## src/include/core_config.svh

```systemverilog
`ifndef CORE_CONFIG_SVH
`define CORE_CONFIG_SVH

// First instruction address after reset
`define CORE_RESET_PC 32'h0000_0000

// Core-local timer region of 64 KiB
`define CORE_CLINT_BASE 32'h0200_0000
`define CORE_CLINT_MTIME_LO 32'h0000_bff8
`define CORE_CLINT_MTIME_HI 32'h0000_bffc

// RV32E has x0..x15
`define CORE_NUM_REGS 16

`endif

```

## src/rtl/core_pkg.sv

```systemverilog
package core_pkg;

	typedef logic [31:0] word_t;
	typedef logic [3:0]  reg_idx_t;
	typedef logic [3:0]  strb_t;
	typedef logic [1:0]  resp_t;

	typedef enum logic [2:0] {
		alu_add, alu_sub, alu_and, alu_or, alu_xor, alu_slt, alu_pass_b
	} alu_op_t;

	typedef enum logic [2:0] {
		kind_alu, kind_load, kind_store, kind_branch, kind_jal, kind_jalr, kind_halt
	} instr_kind_t;

	typedef enum logic [6:0] {
		op_lui    = 7'b0110111,
		op_imm    = 7'b0010011,
		op_reg    = 7'b0110011,
		op_load   = 7'b0000011,
		op_store  = 7'b0100011,
		op_branch = 7'b1100011,
		op_jal    = 7'b1101111,
		op_jalr   = 7'b1100111
	} opcode_t;

	typedef enum logic [1:0] {bus_idle, bus_addr, bus_data, bus_resp} bus_state_t;

	typedef enum logic [2:0] {
		fetch_idle, fetch_req, fetch_wait, fetch_hand, fetch_wb
	} fetch_state_t;

	typedef struct packed {
		word_t addr;
	} ar_chan_t;

	typedef struct packed {
		word_t data;
		resp_t resp;
	} r_chan_t;

	typedef struct packed {
		word_t      addr;
		logic [2:0] size;
	} aw_chan_t;

	typedef struct packed {
		word_t data;
		strb_t strb;
	} w_chan_t;

	typedef struct packed {
		instr_kind_t kind;
		alu_op_t     alu_op;
		reg_idx_t    rd;
		logic        wen;
		word_t       rs1_val;
		word_t       rs2_val;
		word_t       imm;
		word_t       pc;
		logic        use_imm;
		logic        branch_ne;
		logic        store_byte;
	} decoded_t;

	typedef struct packed {
		instr_kind_t kind;
		reg_idx_t    rd;
		logic        wen;
		word_t       result;
		word_t       store_data;
		logic        store_byte;
	} exec_t;

endpackage

```

## src/rtl/bus_crossbar.sv

```systemverilog
`include "core_config.svh"

module bus_crossbar (
	input  logic               clock,
	input  logic               rst_n,
	input  logic               fetch_ar_valid,
	output logic               fetch_ar_ready,
	input  core_pkg::ar_chan_t fetch_ar,
	output logic               fetch_r_valid,
	input  logic               fetch_r_ready,
	output core_pkg::r_chan_t  fetch_r,
	input  logic               lsu_ar_valid,
	output logic               lsu_ar_ready,
	input  core_pkg::ar_chan_t lsu_ar,
	output logic               lsu_r_valid,
	input  logic               lsu_r_ready,
	output core_pkg::r_chan_t  lsu_r,
	input  logic               lsu_aw_valid,
	output logic               lsu_aw_ready,
	input  core_pkg::aw_chan_t lsu_aw,
	input  logic               lsu_w_valid,
	output logic               lsu_w_ready,
	input  core_pkg::w_chan_t  lsu_w,
	output logic               lsu_b_valid,
	input  logic               lsu_b_ready,
	output core_pkg::resp_t    lsu_b_resp,
	output logic               ar_valid,
	input  logic               ar_ready,
	output core_pkg::ar_chan_t ar,
	input  logic               r_valid,
	output logic               r_ready,
	input  core_pkg::r_chan_t  r,
	output logic               aw_valid,
	input  logic               aw_ready,
	output core_pkg::aw_chan_t aw,
	output logic               w_valid,
	input  logic               w_ready,
	output core_pkg::w_chan_t  w,
	input  logic               b_valid,
	output logic               b_ready,
	input  core_pkg::resp_t    b_resp,
	output core_pkg::word_t    timer_addr,
	output logic               timer_req,
	input  core_pkg::word_t    timer_data
);
	import core_pkg::*;

	localparam word_t clint_base = `CORE_CLINT_BASE;

	bus_state_t st;
	ar_chan_t   sel_ar;
	r_chan_t    rd_chan;
	logic       any_ar, sel_lsu, hit_timer, ar_hs;
	logic       grant_lsu, to_timer, rd_valid, rd_ready;

	assign any_ar = lsu_ar_valid || fetch_ar_valid;
	assign sel_lsu = lsu_ar_valid; // Load/store wins over fetch
	assign sel_ar = sel_lsu ? lsu_ar : fetch_ar;
	assign hit_timer = sel_ar.addr[31:16] == clint_base[31:16];

	assign ar_valid = (st == bus_idle) && any_ar && !hit_timer;
	assign ar = sel_ar;
	assign timer_req = (st == bus_idle) && any_ar && hit_timer;
	assign timer_addr = sel_ar.addr;
	assign ar_hs = timer_req || (ar_valid && ar_ready); // Timer accepts at once
	assign lsu_ar_ready = (st == bus_idle) && sel_lsu && (hit_timer || ar_ready);
	assign fetch_ar_ready = (st == bus_idle) && !sel_lsu && (hit_timer || ar_ready);

	assign rd_chan = to_timer ? r_chan_t'{data: timer_data, resp: 2'b00} : r;
	assign rd_valid = (st == bus_data) && (to_timer || r_valid);
	assign rd_ready = grant_lsu ? lsu_r_ready : fetch_r_ready;
	assign lsu_r_valid = rd_valid && grant_lsu;
	assign fetch_r_valid = rd_valid && !grant_lsu;
	assign lsu_r = rd_chan;
	assign fetch_r = rd_chan;
	assign r_ready = (st == bus_data) && !to_timer && rd_ready;

	// Writes only come from load/store and always go out
	assign aw_valid = lsu_aw_valid;
	assign aw = lsu_aw;
	assign lsu_aw_ready = aw_ready;
	assign w_valid = lsu_w_valid;
	assign w = lsu_w;
	assign lsu_w_ready = w_ready;
	assign lsu_b_valid = b_valid;
	assign lsu_b_resp = b_resp;
	assign b_ready = lsu_b_ready;

	always_ff @(posedge clock) begin
		if (!rst_n) begin
			st <= bus_idle;
			grant_lsu <= 1'b0;
			to_timer <= 1'b0;
		end else if (st == bus_idle) begin
			if (ar_hs) begin
				st <= bus_data;
				grant_lsu <= sel_lsu;
				to_timer <= hit_timer;
			end
		end else if (rd_valid && rd_ready) begin
			st <= bus_idle;
		end
	end

	assert property (@(posedge clock) disable iff (!rst_n) !(ar_valid && timer_req));

endmodule

```

## src/rtl/clint_timer.sv

```systemverilog
`include "core_config.svh"

module clint_timer (
	input  logic            clock,
	input  logic            rst_n,
	input  core_pkg::word_t timer_addr,
	input  logic            timer_req,
	output core_pkg::word_t timer_data
);

	logic [63:0] mtime;

	always_ff @(posedge clock) begin
		if (!rst_n)
			mtime <= 64'd0;
		else
			mtime <= mtime + 64'd1;
	end

	always_ff @(posedge clock) begin
		if (timer_req) begin
			case (timer_addr)
				`CORE_CLINT_BASE + `CORE_CLINT_MTIME_LO: timer_data <= mtime[31:0];
				`CORE_CLINT_BASE + `CORE_CLINT_MTIME_HI: timer_data <= mtime[63:32];
				default: timer_data <= 32'd0; // Unmapped offsets read as zero
			endcase
		end
	end

endmodule

```

## src/rtl/core_top.sv

```systemverilog
module core_top (
	input  logic               clock,
	input  logic               rst_n,
	output logic               ar_valid,
	input  logic               ar_ready,
	output core_pkg::ar_chan_t ar,
	input  logic               r_valid,
	output logic               r_ready,
	input  core_pkg::r_chan_t  r,
	output logic               aw_valid,
	input  logic               aw_ready,
	output core_pkg::aw_chan_t aw,
	output logic               w_valid,
	input  logic               w_ready,
	output core_pkg::w_chan_t  w,
	input  logic               b_valid,
	output logic               b_ready,
	input  core_pkg::resp_t    b_resp,
	output logic               halted
);
	import core_pkg::*;

	logic     fetch_ar_valid, fetch_ar_ready, fetch_r_valid, fetch_r_ready;
	ar_chan_t fetch_ar;
	r_chan_t  fetch_r;
	logic     lsu_ar_valid, lsu_ar_ready, lsu_r_valid, lsu_r_ready;
	ar_chan_t lsu_ar;
	r_chan_t  lsu_r;
	logic     lsu_aw_valid, lsu_aw_ready, lsu_w_valid, lsu_w_ready;
	logic     lsu_b_valid, lsu_b_ready;
	aw_chan_t lsu_aw;
	w_chan_t  lsu_w;
	resp_t    lsu_b_resp;

	logic     fetch_valid, decode_ready, decode_valid, execute_ready;
	logic     exec_valid, lsu_ready;
	word_t    instr, pc, next_pc;
	decoded_t dec;
	exec_t    ex;
	logic     wb_valid, wb_en;
	reg_idx_t wb_rd;
	word_t    wb_data;

	word_t    timer_addr, timer_data;
	logic     timer_req;

	fetch_unit u_fetch (
		.clock(clock), .rst_n(rst_n),
		.wb_valid(wb_valid), .next_pc(next_pc), .halt(halted),
		.ar_valid(fetch_ar_valid), .ar_ready(fetch_ar_ready), .ar(fetch_ar),
		.r_valid(fetch_r_valid), .r_ready(fetch_r_ready), .r(fetch_r),
		.fetch_valid(fetch_valid), .decode_ready(decode_ready), .instr(instr), .pc(pc)
	);

	decode_unit u_decode (
		.clock(clock), .rst_n(rst_n),
		.fetch_valid(fetch_valid), .decode_ready(decode_ready), .instr(instr), .pc(pc),
		.decode_valid(decode_valid), .execute_ready(execute_ready), .dec(dec),
		.wb_valid(wb_valid), .wb_rd(wb_rd), .wb_en(wb_en), .wb_data(wb_data),
		.halt(halted)
	);

	execute_unit u_execute (
		.clock(clock), .rst_n(rst_n),
		.decode_valid(decode_valid), .execute_ready(execute_ready), .dec(dec),
		.exec_valid(exec_valid), .lsu_ready(lsu_ready), .ex(ex), .next_pc(next_pc)
	);

	load_store_unit u_lsu (
		.clock(clock), .rst_n(rst_n),
		.exec_valid(exec_valid), .lsu_ready(lsu_ready), .ex(ex),
		.ar_valid(lsu_ar_valid), .ar_ready(lsu_ar_ready), .ar(lsu_ar),
		.r_valid(lsu_r_valid), .r_ready(lsu_r_ready), .r(lsu_r),
		.aw_valid(lsu_aw_valid), .aw_ready(lsu_aw_ready), .aw(lsu_aw),
		.w_valid(lsu_w_valid), .w_ready(lsu_w_ready), .w(lsu_w),
		.b_valid(lsu_b_valid), .b_ready(lsu_b_ready), .b_resp(lsu_b_resp),
		.wb_valid(wb_valid), .wb_rd(wb_rd), .wb_en(wb_en), .wb_data(wb_data)
	);

	bus_crossbar u_xbar (
		.clock(clock), .rst_n(rst_n),
		.fetch_ar_valid(fetch_ar_valid), .fetch_ar_ready(fetch_ar_ready), .fetch_ar(fetch_ar),
		.fetch_r_valid(fetch_r_valid), .fetch_r_ready(fetch_r_ready), .fetch_r(fetch_r),
		.lsu_ar_valid(lsu_ar_valid), .lsu_ar_ready(lsu_ar_ready), .lsu_ar(lsu_ar),
		.lsu_r_valid(lsu_r_valid), .lsu_r_ready(lsu_r_ready), .lsu_r(lsu_r),
		.lsu_aw_valid(lsu_aw_valid), .lsu_aw_ready(lsu_aw_ready), .lsu_aw(lsu_aw),
		.lsu_w_valid(lsu_w_valid), .lsu_w_ready(lsu_w_ready), .lsu_w(lsu_w),
		.lsu_b_valid(lsu_b_valid), .lsu_b_ready(lsu_b_ready), .lsu_b_resp(lsu_b_resp),
		.ar_valid(ar_valid), .ar_ready(ar_ready), .ar(ar),
		.r_valid(r_valid), .r_ready(r_ready), .r(r),
		.aw_valid(aw_valid), .aw_ready(aw_ready), .aw(aw),
		.w_valid(w_valid), .w_ready(w_ready), .w(w),
		.b_valid(b_valid), .b_ready(b_ready), .b_resp(b_resp),
		.timer_addr(timer_addr), .timer_req(timer_req), .timer_data(timer_data)
	);

	clint_timer u_timer (
		.clock(clock), .rst_n(rst_n),
		.timer_addr(timer_addr), .timer_req(timer_req), .timer_data(timer_data)
	);

endmodule

```

## src/rtl/decode_unit.sv

```systemverilog
`include "core_config.svh"

module decode_unit (
	input  logic               clock,
	input  logic               rst_n,
	input  logic               fetch_valid,
	output logic               decode_ready,
	input  core_pkg::word_t    instr,
	input  core_pkg::word_t    pc,
	output logic               decode_valid,
	input  logic               execute_ready,
	output core_pkg::decoded_t dec,
	input  logic               wb_valid,
	input  core_pkg::reg_idx_t wb_rd,
	input  logic               wb_en,
	input  core_pkg::word_t    wb_data,
	output logic               halt
);
	import core_pkg::*;

	word_t      regs [`CORE_NUM_REGS];
	decoded_t   dec_n;
	reg_idx_t   rs1;
	reg_idx_t   rs2;
	logic [2:0] funct3;
	logic       funct7_5;
	word_t      imm_i, imm_s, imm_b, imm_u, imm_j;

	assign rs1 = instr[18:15];
	assign rs2 = instr[23:20];
	assign funct3 = instr[14:12];
	assign funct7_5 = instr[30];
	assign imm_i = {{20{instr[31]}}, instr[31:20]};
	assign imm_s = {{20{instr[31]}}, instr[31:25], instr[11:7]};
	assign imm_b = {{19{instr[31]}}, instr[31], instr[7], instr[30:25], instr[11:8], 1'b0};
	assign imm_u = {instr[31:12], 12'b0};
	assign imm_j = {{11{instr[31]}}, instr[31], instr[19:12], instr[20], instr[30:21], 1'b0};

	assign decode_ready = !decode_valid && !halt;

	always_comb begin
		dec_n = '0;
		dec_n.kind = kind_halt; // ebreak and anything unsupported
		dec_n.alu_op = alu_add;
		dec_n.rd = instr[10:7];
		dec_n.rs1_val = (rs1 == '0) ? '0 : regs[rs1];
		dec_n.rs2_val = (rs2 == '0) ? '0 : regs[rs2];
		dec_n.pc = pc;
		dec_n.use_imm = 1'b1;
		case (instr[6:0])
			op_lui: begin
				dec_n.kind = kind_alu;
				dec_n.alu_op = alu_pass_b;
				dec_n.wen = 1'b1;
				dec_n.imm = imm_u;
			end
			op_imm: begin
				if (funct3 == 3'b000) begin
					dec_n.kind = kind_alu;
					dec_n.wen = 1'b1;
					dec_n.imm = imm_i;
				end
			end
			op_reg: begin
				dec_n.kind = kind_alu;
				dec_n.wen = 1'b1;
				dec_n.use_imm = 1'b0;
				case ({funct7_5, funct3})
					4'b0000: dec_n.alu_op = alu_add;
					4'b1000: dec_n.alu_op = alu_sub;
					4'b0111: dec_n.alu_op = alu_and;
					4'b0110: dec_n.alu_op = alu_or;
					4'b0100: dec_n.alu_op = alu_xor;
					4'b0010: dec_n.alu_op = alu_slt;
					default: dec_n.kind = kind_halt;
				endcase
			end
			op_load: begin
				if (funct3 == 3'b010) begin
					dec_n.kind = kind_load;
					dec_n.wen = 1'b1;
					dec_n.imm = imm_i;
				end
			end
			op_store: begin
				if (funct3 == 3'b010 || funct3 == 3'b000) begin
					dec_n.kind = kind_store;
					dec_n.imm = imm_s;
					dec_n.store_byte = funct3 == 3'b000;
				end
			end
			op_branch: begin
				if (funct3[2:1] == 2'b00) begin
					dec_n.kind = kind_branch;
					dec_n.imm = imm_b;
					dec_n.use_imm = 1'b0;
					dec_n.branch_ne = funct3[0];
				end
			end
			op_jal: begin
				dec_n.kind = kind_jal;
				dec_n.wen = 1'b1;
				dec_n.imm = imm_j;
			end
			op_jalr: begin
				dec_n.kind = kind_jalr;
				dec_n.wen = 1'b1;
				dec_n.imm = imm_i;
			end
			default: dec_n.kind = kind_halt;
		endcase
	end

	always_ff @(posedge clock) begin
		if (!rst_n) begin
			decode_valid <= 1'b0;
			halt <= 1'b0;
		end else if (fetch_valid && decode_ready) begin
			if (dec_n.kind == kind_halt)
				halt <= 1'b1; // Sticky until reset
			else
				decode_valid <= 1'b1;
		end else if (decode_valid && execute_ready) begin
			decode_valid <= 1'b0;
		end
	end

	always_ff @(posedge clock) begin
		if (fetch_valid && decode_ready)
			dec <= dec_n;
		if (wb_valid && wb_en && wb_rd != '0)
			regs[wb_rd] <= wb_data;
	end

	assert property (@(posedge clock) disable iff (!rst_n) $rose(decode_valid) |-> !halt);

endmodule

```

## src/rtl/execute_unit.sv

```systemverilog
module execute_unit (
	input  logic               clock,
	input  logic               rst_n,
	input  logic               decode_valid,
	output logic               execute_ready,
	input  core_pkg::decoded_t dec,
	output logic               exec_valid,
	input  logic               lsu_ready,
	output core_pkg::exec_t    ex,
	output core_pkg::word_t    next_pc
);
	import core_pkg::*;

	word_t op_b;
	word_t alu_res;
	word_t link_pc;
	word_t target;
	logic  taken;

	assign execute_ready = !exec_valid;
	assign op_b = dec.use_imm ? dec.imm : dec.rs2_val;
	assign link_pc = dec.pc + 32'd4;
	assign taken = (dec.rs1_val == dec.rs2_val) ^ dec.branch_ne;

	always_comb begin
		case (dec.alu_op)
			alu_add: alu_res = dec.rs1_val + op_b; // Also load/store address and jalr
			alu_sub: alu_res = dec.rs1_val - op_b;
			alu_and: alu_res = dec.rs1_val & op_b;
			alu_or:  alu_res = dec.rs1_val | op_b;
			alu_xor: alu_res = dec.rs1_val ^ op_b;
			alu_slt: alu_res = {31'b0, $signed(dec.rs1_val) < $signed(op_b)};
			default: alu_res = op_b;
		endcase
	end

	always_comb begin
		case (dec.kind)
			kind_jal:    target = dec.pc + dec.imm;
			kind_jalr:   target = alu_res & ~32'd1;
			kind_branch: target = taken ? dec.pc + dec.imm : link_pc;
			default:     target = link_pc;
		endcase
	end

	always_ff @(posedge clock) begin
		if (!rst_n)
			exec_valid <= 1'b0;
		else if (decode_valid && execute_ready)
			exec_valid <= 1'b1;
		else if (exec_valid && lsu_ready)
			exec_valid <= 1'b0;
	end

	always_ff @(posedge clock) begin
		if (decode_valid && execute_ready) begin
			ex.kind <= dec.kind;
			ex.rd <= dec.rd;
			ex.wen <= dec.wen;
			ex.result <= (dec.kind == kind_jal || dec.kind == kind_jalr) ? link_pc : alu_res;
			ex.store_data <= dec.rs2_val;
			ex.store_byte <= dec.store_byte;
			next_pc <= target;
		end
	end

endmodule

```

## src/rtl/fetch_unit.sv

```systemverilog
`include "core_config.svh"

module fetch_unit (
	input  logic               clock,
	input  logic               rst_n,
	input  logic               wb_valid,
	input  core_pkg::word_t    next_pc,
	input  logic               halt,
	output logic               ar_valid,
	input  logic               ar_ready,
	output core_pkg::ar_chan_t ar,
	input  logic               r_valid,
	output logic               r_ready,
	input  core_pkg::r_chan_t  r,
	output logic               fetch_valid,
	input  logic               decode_ready,
	output core_pkg::word_t    instr,
	output core_pkg::word_t    pc
);
	import core_pkg::*;

	fetch_state_t st;

	assign ar_valid = st == fetch_req;
	assign ar.addr = pc;
	assign r_ready = st == fetch_wait;
	assign fetch_valid = st == fetch_hand;

	always_ff @(posedge clock) begin
		if (!rst_n) begin
			st <= fetch_idle;
			pc <= `CORE_RESET_PC;
		end else begin
			case (st)
				fetch_idle: st <= fetch_req;
				fetch_req:  if (ar_ready) st <= fetch_wait;
				fetch_wait: if (r_valid) st <= fetch_hand;
				fetch_hand: if (decode_ready) st <= fetch_wb;
				fetch_wb: begin
					if (wb_valid && !halt) begin // A halted core never refetches
						pc <= next_pc;
						st <= fetch_req;
					end
				end
				default: st <= fetch_idle;
			endcase
		end
	end

	always_ff @(posedge clock) begin
		if (r_valid && r_ready)
			instr <= r.data;
	end

	assert property (@(posedge clock) disable iff (!rst_n)
		ar_valid && !ar_ready |=> ar_valid && $stable(ar));

endmodule

```

## src/rtl/load_store_unit.sv

```systemverilog
module load_store_unit (
	input  logic               clock,
	input  logic               rst_n,
	input  logic               exec_valid,
	output logic               lsu_ready,
	input  core_pkg::exec_t    ex,
	output logic               ar_valid,
	input  logic               ar_ready,
	output core_pkg::ar_chan_t ar,
	input  logic               r_valid,
	output logic               r_ready,
	input  core_pkg::r_chan_t  r,
	output logic               aw_valid,
	input  logic               aw_ready,
	output core_pkg::aw_chan_t aw,
	output logic               w_valid,
	input  logic               w_ready,
	output core_pkg::w_chan_t  w,
	input  logic               b_valid,
	output logic               b_ready,
	input  core_pkg::resp_t    b_resp,
	output logic               wb_valid,
	output core_pkg::reg_idx_t wb_rd,
	output logic               wb_en,
	output core_pkg::word_t    wb_data
);
	import core_pkg::*;

	bus_state_t st;
	exec_t      op;
	logic       is_load, is_store;
	logic       aw_done, w_done, aw_hs, w_hs;

	assign is_load = op.kind == kind_load;
	assign is_store = op.kind == kind_store;
	assign lsu_ready = st == bus_idle;

	assign ar_valid = (st == bus_addr) && is_load;
	assign ar.addr = op.result;
	assign r_ready = st == bus_data;

	assign aw_valid = (st == bus_addr) && is_store && !aw_done;
	assign w_valid = (st == bus_addr) && is_store && !w_done;
	assign aw.addr = op.result;
	assign aw.size = op.store_byte ? 3'd0 : 3'd2;
	assign w.data = op.store_byte ? {4{op.store_data[7:0]}} : op.store_data;
	assign w.strb = op.store_byte ? strb_t'(4'b0001 << op.result[1:0]) : 4'b1111;
	assign b_ready = st == bus_resp;
	assign aw_hs = aw_valid && aw_ready;
	assign w_hs = w_valid && w_ready;

	assign wb_rd = op.rd;
	assign wb_en = op.wen;

	always_ff @(posedge clock) begin
		if (!rst_n) begin
			st <= bus_idle;
			wb_valid <= 1'b0;
			aw_done <= 1'b0;
			w_done <= 1'b0;
		end else begin
			wb_valid <= 1'b0;
			case (st)
				bus_idle: begin
					if (exec_valid) begin
						aw_done <= 1'b0;
						w_done <= 1'b0;
						if (ex.kind == kind_load || ex.kind == kind_store)
							st <= bus_addr;
						else
							wb_valid <= 1'b1;
					end
				end
				bus_addr: begin
					if (is_load) begin
						if (ar_ready)
							st <= bus_data;
					end else begin
						if (aw_hs)
							aw_done <= 1'b1;
						if (w_hs)
							w_done <= 1'b1;
						if ((aw_done || aw_hs) && (w_done || w_hs))
							st <= bus_resp;
					end
				end
				bus_data: begin
					if (r_valid) begin
						wb_valid <= 1'b1;
						st <= bus_idle;
					end
				end
				default: begin
					if (b_valid) begin // Response code is not checked
						wb_valid <= 1'b1;
						st <= bus_idle;
					end
				end
			endcase
		end
	end

	always_ff @(posedge clock) begin
		if (exec_valid && lsu_ready) begin
			op <= ex;
			wb_data <= ex.result;
		end else if (r_valid && r_ready) begin
			wb_data <= r.data;
		end
	end

	assert property (@(posedge clock) disable iff (!rst_n) $rose(aw_valid) == $rose(w_valid));

endmodule

```

## config.mk

```make
export PLATFORM = sky130hd
export DESIGN_NAME = core_top
export DESIGN_NICKNAME = d
export VERILOG_FILES = /design/src/rtl/core_pkg.sv /design/src/rtl/bus_crossbar.sv /design/src/rtl/clint_timer.sv /design/src/rtl/core_top.sv /design/src/rtl/decode_unit.sv /design/src/rtl/execute_unit.sv /design/src/rtl/fetch_unit.sv /design/src/rtl/load_store_unit.sv
export VERILOG_INCLUDE_DIRS = /design/src /design/src/include
export SDC_FILE = /design/constraint.sdc
export NUM_CORES = 2
export LEC_CHECK = 0
export BUFFER_PORTS_ARGS = -buffer_cell sky130_fd_sc_hd__buf_2
export CORE_AREA = 8 8 301 303
export DETAILED_ROUTE_END_ITERATION = 6
export DIE_AREA = 0 0 309 311
export PLACE_DENSITY = 0.79
export SYNTH_ARGS = -nofsm -noshare
export SYNTH_HDL_FRONTEND = slang
export SYNTH_SLANG_ARGS = --single-unit
```

## constraint.sdc

```tcl
create_clock -name clock -period 22.5 [get_ports clock]
set_input_delay 2.25 -clock clock [delete_from_list [all_inputs] [get_ports clock]]
set_output_delay 2.25 -clock clock [all_outputs]
set_load 0.005 [all_outputs]
```

Word-level counts from Yosys, hierarchy flattened
Memory sizes are Yosys's and may differ from the RTL's. A register that Yosys moved wholly into a read port is not among the register bits.
Cells that the tools add are included.
Widths: inputs -> output; s select.

cells by class
  add/subtract/negate cells = 5
  magnitude comparators = 1
  equality and inequality tests = 53
  shifts and indexed selects = 1
  multiplexer cells = 67
  bitwise gates (word level) = 4
  reduce and logical (&&, ||, !) cells = 77

operators by type and width
  kind                   count
  $mux 32                11
  $pmux 32 s7            1
  $pmux 32 s6            1
  $pmux 32 s3            1
  $add 32x32->32         2
  $add 64x1->64 const B  1
  $eq 32x26->1 const B   2
  $pmux 32 s2            1
  $mux 34                1
  $add 32x3->32 const B  1
  $and 32x32->32         1
  $eq 32x32->1           1
  $lt 32x32->1           1
  $or 32x32->32          1
  $sub 32x32->32         1
  $xor 32x32->32         1
  $logic_and 1x1->1      30
  $pmux 3 s5             2
  $mux 3                 9
  $eq 3x2->1 const B     8
  $mux 2                 12
  $pmux 3 s8             1
  $eq 7x6->1 const B     3
  $eq 7x7->1 const B     3
  34 further kinds       112

word-level totals
  flip-flop bits (word level) = 463
  bits in writable memories = 512
  output and inout bits = 109
  memories kept = 1

memories
  name           words  width  read ports  clocked after memory_dff  write ports  RTL line           RTL
  u_decode.regs  16     32     2           2                         1            decode_unit.sv:21  word_t regs [`CORE_NUM_REGS];

Depth between registers and ports, before layout
  depth after elaboration = 10
  depth in mapped cells = 17
  depth with buffers taken out = 14

Modules after synthesis
Synthesis repeated with hierarchy kept, for this count alone.

unflattened totals
  cells, all modules = 4240
  area total of the unflattened synthesis = 55903.6 um2

modules (own cells, without submodules)
  module           instances  cells each  area each (um2)  seq. area each (um2)
  decode_unit      1          1353        28449.8          19678.9
  execute_unit     1          1600        13148.9          3173.0
  load_store_unit  1          337         4933.5           3253.1
  clint_timer      1          464         4493.1           2242.2
  fetch_unit       1          226         2725.1           1661.6
  bus_crossbar     1          260         2153.3           60.1

Least setup slack after synthesis
No wires, ideal clock.

  path type = register to register
  start point = register u_fetch.st[2]
  end point = register, netlist name u_decode.dec[0]
  data arrival time = 10203 ps
  data required time = 21680 ps
  path slack = 11477 ps
  cell stages (with the launch flop) = 3
  buffers on the path = 0
  period minus slack after synthesis = 11023 ps
  path through = dfxtp_1 > nand3b_1 > nor3_1

between the ends
  cells in the longest elaborated chain, start to end = 2

RTL lines
  item                    RTL line            RTL
  from (decl)             fetch_unit.sv:22    fetch_state_t st;
  from (signal assigned)  fetch_unit.sv:31    st <= fetch_idle;
  from (signal assigned)  fetch_unit.sv:35    fetch_idle: st <= fetch_req;
  from (signal assigned)  fetch_unit.sv:36    fetch_req: if (ar_ready) st <= fetch_wait;
  $eq 3x2->1              fetch_unit.sv:27    assign fetch_valid = st == fetch_hand;
  $logic_and 1x1->1       decode_unit.sv:129  if (fetch_valid && decode_ready)

No other way between the ends.
A chain may end at the register's enable or synchronous reset.

Final worst setup path
  start point = register u_lsu.st[1]
  end point = output port ar_valid

between the ends
  cells in the longest elaborated chain, start to end = 6

RTL lines
  item                    RTL line               RTL
  from (decl)             load_store_unit.sv:29  bus_state_t st;
  from (signal assigned)  load_store_unit.sv:57  st <= bus_idle;
  from (signal assigned)  load_store_unit.sv:69  st <= bus_addr;
  from (signal assigned)  load_store_unit.sv:77  st <= bus_data;
  $eq 2x1->1 (*)          load_store_unit.sv:38  assign ar_valid = (st == bus_addr) && is_load;
  $logic_and 1x1->1 (*)   load_store_unit.sv:38
  $mux 32                 bus_crossbar.sv:58     assign sel_ar = sel_lsu ? lsu_ar : fetch_ar;
  $eq 16x10->1            bus_crossbar.sv:59     assign hit_timer = sel_ar.addr[31:16] == clint_base[31:16];
  $logic_not 1->1         bus_crossbar.sv:61     assign ar_valid = (st == bus_idle) && any_ar && !hit_timer;
  $logic_and 1x1->1 (*)   bus_crossbar.sv:61
  to (decl)               core_top.sv:4          output logic ar_valid,

Every way passes the cells marked *; elsewhere a longest branch is shown, timed or not.

==> impl_metrics.yaml <==
status:
  outcome: "finished with violations"
  violations: "DRC"
timing:
  slew_violations: 0
  setup_violations: 0
  worstMarginPinSlew_ps: 1210
  finalClockSkew_ps: 30.1
  whs_ps: 416
  fin_crit_ps: 6090
  timing.final.crit_share: 0.271
  max_slew_margin: 0.191
  final.setup.tns_ps: 0
  fmax_mhz: 164
  hold_violations: 0
  rsz0062_at_grt: "no"
floorplanning:
  die_x_um: 309
  coreArea_um2: 85900
  boundaryPins: 152
  die_area_um2: 96100
  start_util: 0.612
  chipHeight_um: 311
  fp-row-count: 108
power_and_ir_drop:
  switching_share: 0.266
  combPwrFrac: 0.135
  finalPower_w: 0.00450
  p_int_w: 0.00330
  p_sw_w: 0.00120
  power.density_nw_per_um2: 78.0
  seqPwrFrac: 0.488
  clkPwrFrac: 0.377
  peakVddDrop_uv: 82.7
  p_leak_nw: 20.1
synth:
  ys.flop_type: "edfxtp_1"
  synthCells: 3888
  synth.area.top_cells: "edfxtp_1 53%, mux4_2 14%, dfxtp_1 4.2%, ha_1 3.4%, nand2_1 2.2%"
  ys_ff_latch: 1038
  netlist_area_um2: 52600
  synthArstFlopShare: 0
  synth_warnings: 0
  syn_avg_cell_area_um2: 13.5
  synth_top_area_share: 0.530
  synth_area_leader_cell: "edfxtp_1"
  ys_types: 91
  synth_edf_count: 928
  yosysSeqAreaShare: 0.571
global_route:
  grt_overflow_total: 0
  grt_max_degree: 131
  grt.total_usage: 0.335
  antenna_found_initial: 11
  grt_pass1_vias: 35132
  grt_pass1_wl_um: 237000
final_layout:
  drive_above_1_share: 0.202
  post-route-cell-area_um2: 57700
  areaGrowthSynthToFinish_pct: 9.71
  fillCellCount: 5714
  mostFrequentLayoutCells: "928 x edfxtp_1, 320 x mux4_2, 311 x nand2_1"
  final_common_cell: "edfxtp_1"
  largest_reg_flops: 512
  reg.largest.list: "u_decode.regs (512), u_decode.dec (142), u_execute.ex (73)"
  stdcell_count: 5223
  nets: 4171
  regMostFlops: "u_decode.regs"
place:
  gp_congestion: 0.970
  place_area_um2: 54400
  post-dp-hpwl_um: 104000
  port_buffers: 145
  place_inst: 5030
hold_path:
  min_from: "u_execute.ex[66]"
  min_delay_path_depth: 0
  min_to: "u_lsu.wb_rd[0]"
  hold_class: "reg2reg"
cts:
  clk-insertion-delay-late_ps: 710
  clockBufferDepth: 3
  cts-resized-gates: 0
  post_cts_buffers: 0
  holdBufCountCts: 0
  root_buffer: "clkbuf_16"
  tritoncts: "built"
  htreeDepth: 3
  cts_buffers: 103
  cts_sinks: 1038
  clk_pin_slew_worst_paths_ps: 70
setup_path:
  path_max_fanout: 33
  path_class: "reg2out"
  crit_slowest_cell: "nor4bb_4"
  worstPathArrival_ps: 3840
  rr_worst_depth: 14
  path_delay_family: "simple AND/OR/NAND/NOR gates"
  path_buf_inv: 3
  r2r_end: "u_execute.next_pc[30]"
  ff2ff_setup_slack_ps: 17050
  rr_startpoint: "u_decode.dec[2]"
  worstPathRequired_ps: 20250
  cp_cell_sequence: "inv_1 > ha_1 > nor4bb_4 > buf_4 > mux2_2 > nor4_1 > nand2_1 > and4bb_2 > nor3_1 > buf_2"
  critPathCaptureType: "primary output"
  max_stage_delay_ps: 490
  crit_path_start_kind: "register"
flow_run:
  cap_violations: 0
route:
  wl_per_cell_um: 31.3
  vias_per_cell: 6.88
  drc_errors: 2
  first_iter_violations: 5349
  drt_pre_antenna_iters: 7
  wirelength_um: 163000
  vias: 35923
  drtAntennaViolNets: 0
-- per-layer routing --
layer  up-vias  part of all wire  global-route usage  routed length, um
met1     17773              0.35               0.417              56800
met3       620              0.11              0.0784              17700
met4         6             0.082               0.225              13500
li1      14964                 -                   -                  -
met2      2560              0.46               0.522              75600
met5         -           0.00024                   0                 40
-- worst max-delay path by stage --
stage	startpoint	end	slack (ps)	depth (start not counted)
global route	u_lsu.st[1]	ar_valid	16170	10
detailed placement	u_lsu.st[1]	ar_valid	17120	10
CTS	u_lsu.st[1]	ar_valid	16380	10
floorplan	u_fetch.st[2]	u_decode.dec[0]	11480	2
global placement	u_lsu.st[1]	ar_valid	17140	10
finish	u_lsu.st[1]	ar_valid	16410	10
-- cell type report --
type	instances	area (um^2)	area share
diodes	4	10.0	0.000173
well taps	1155	1450	0.0250
clock inverters	55	473	0.00819
clock buffers	134	2810	0.0486
inverters	156	588	0.0102
multi-input cells	2470	21100	0.366
flip-flops and latches	1038	30100	0.521
repair buffers	211	1230	0.0214
-- power by group through the flow --
stage	clock network [W]	logic [W]	registers [W]
floorplan	0	0.000423	0.00221
global placement	0	0.000583	0.00223
detailed placement	0	0.000589	0.00223
CTS	0.00171	0.000595	0.00219
global route	0.00177	0.000653	0.00219
finish	0.00170	0.000608	0.00219
-- worst register-to-register path: cells and delay by family (launching register included) --
family                   cells  cell delay, ps
AO/OA/AOI/OAI                9            3040
XOR/XNOR                     1             200
adder cells (fa/ha/maj)      2             660
buffers and inverters        1             480
flip-flops                   1             330
multiplexers                 1             480
-- logic make-up (layout without fill, tap and decap cells) --
kind of cell	after synthesis	in the layout	synth area share
simple gates	997	997	0.0890
compound gates	689	689	0.0823
other cells	1	38	0.0000713
buf+inv	413	556	0.0330
xor+xnor	168	168	0.0280
fa+ha+maj	148	148	0.0356
mux	434	434	0.161
flops	1038	1038	0.571
-- per-stage QoR --
stage | setup WS [ps] | utilization
finish | 16410 | 0.672
global route | 16170 | 0.672
CTS | 16380 | 0.672
detailed placement | 17120 | 0.633
global placement | 17140 | 0.633
floorplan | 11480 | -
-- synthesized netlist by cell type (34+ instances only) --
cell        n
nor2_1    310
mux2_2     80
dfxtp_1   110
clkbuf_1  157
a21o_1     47
o21ai_0   186
mux4_2    320
buf_1      45
mux2i_1    34
a21oi_1   199
inv_1     153
buf_4      44
xnor2_1    63
nand2_1   311
edfxtp_1  928
xor2_1    105
nand3_1    70
ha_1      145
nor2b_1    89
Note: power is estimated with default switching activity, not from simulation.
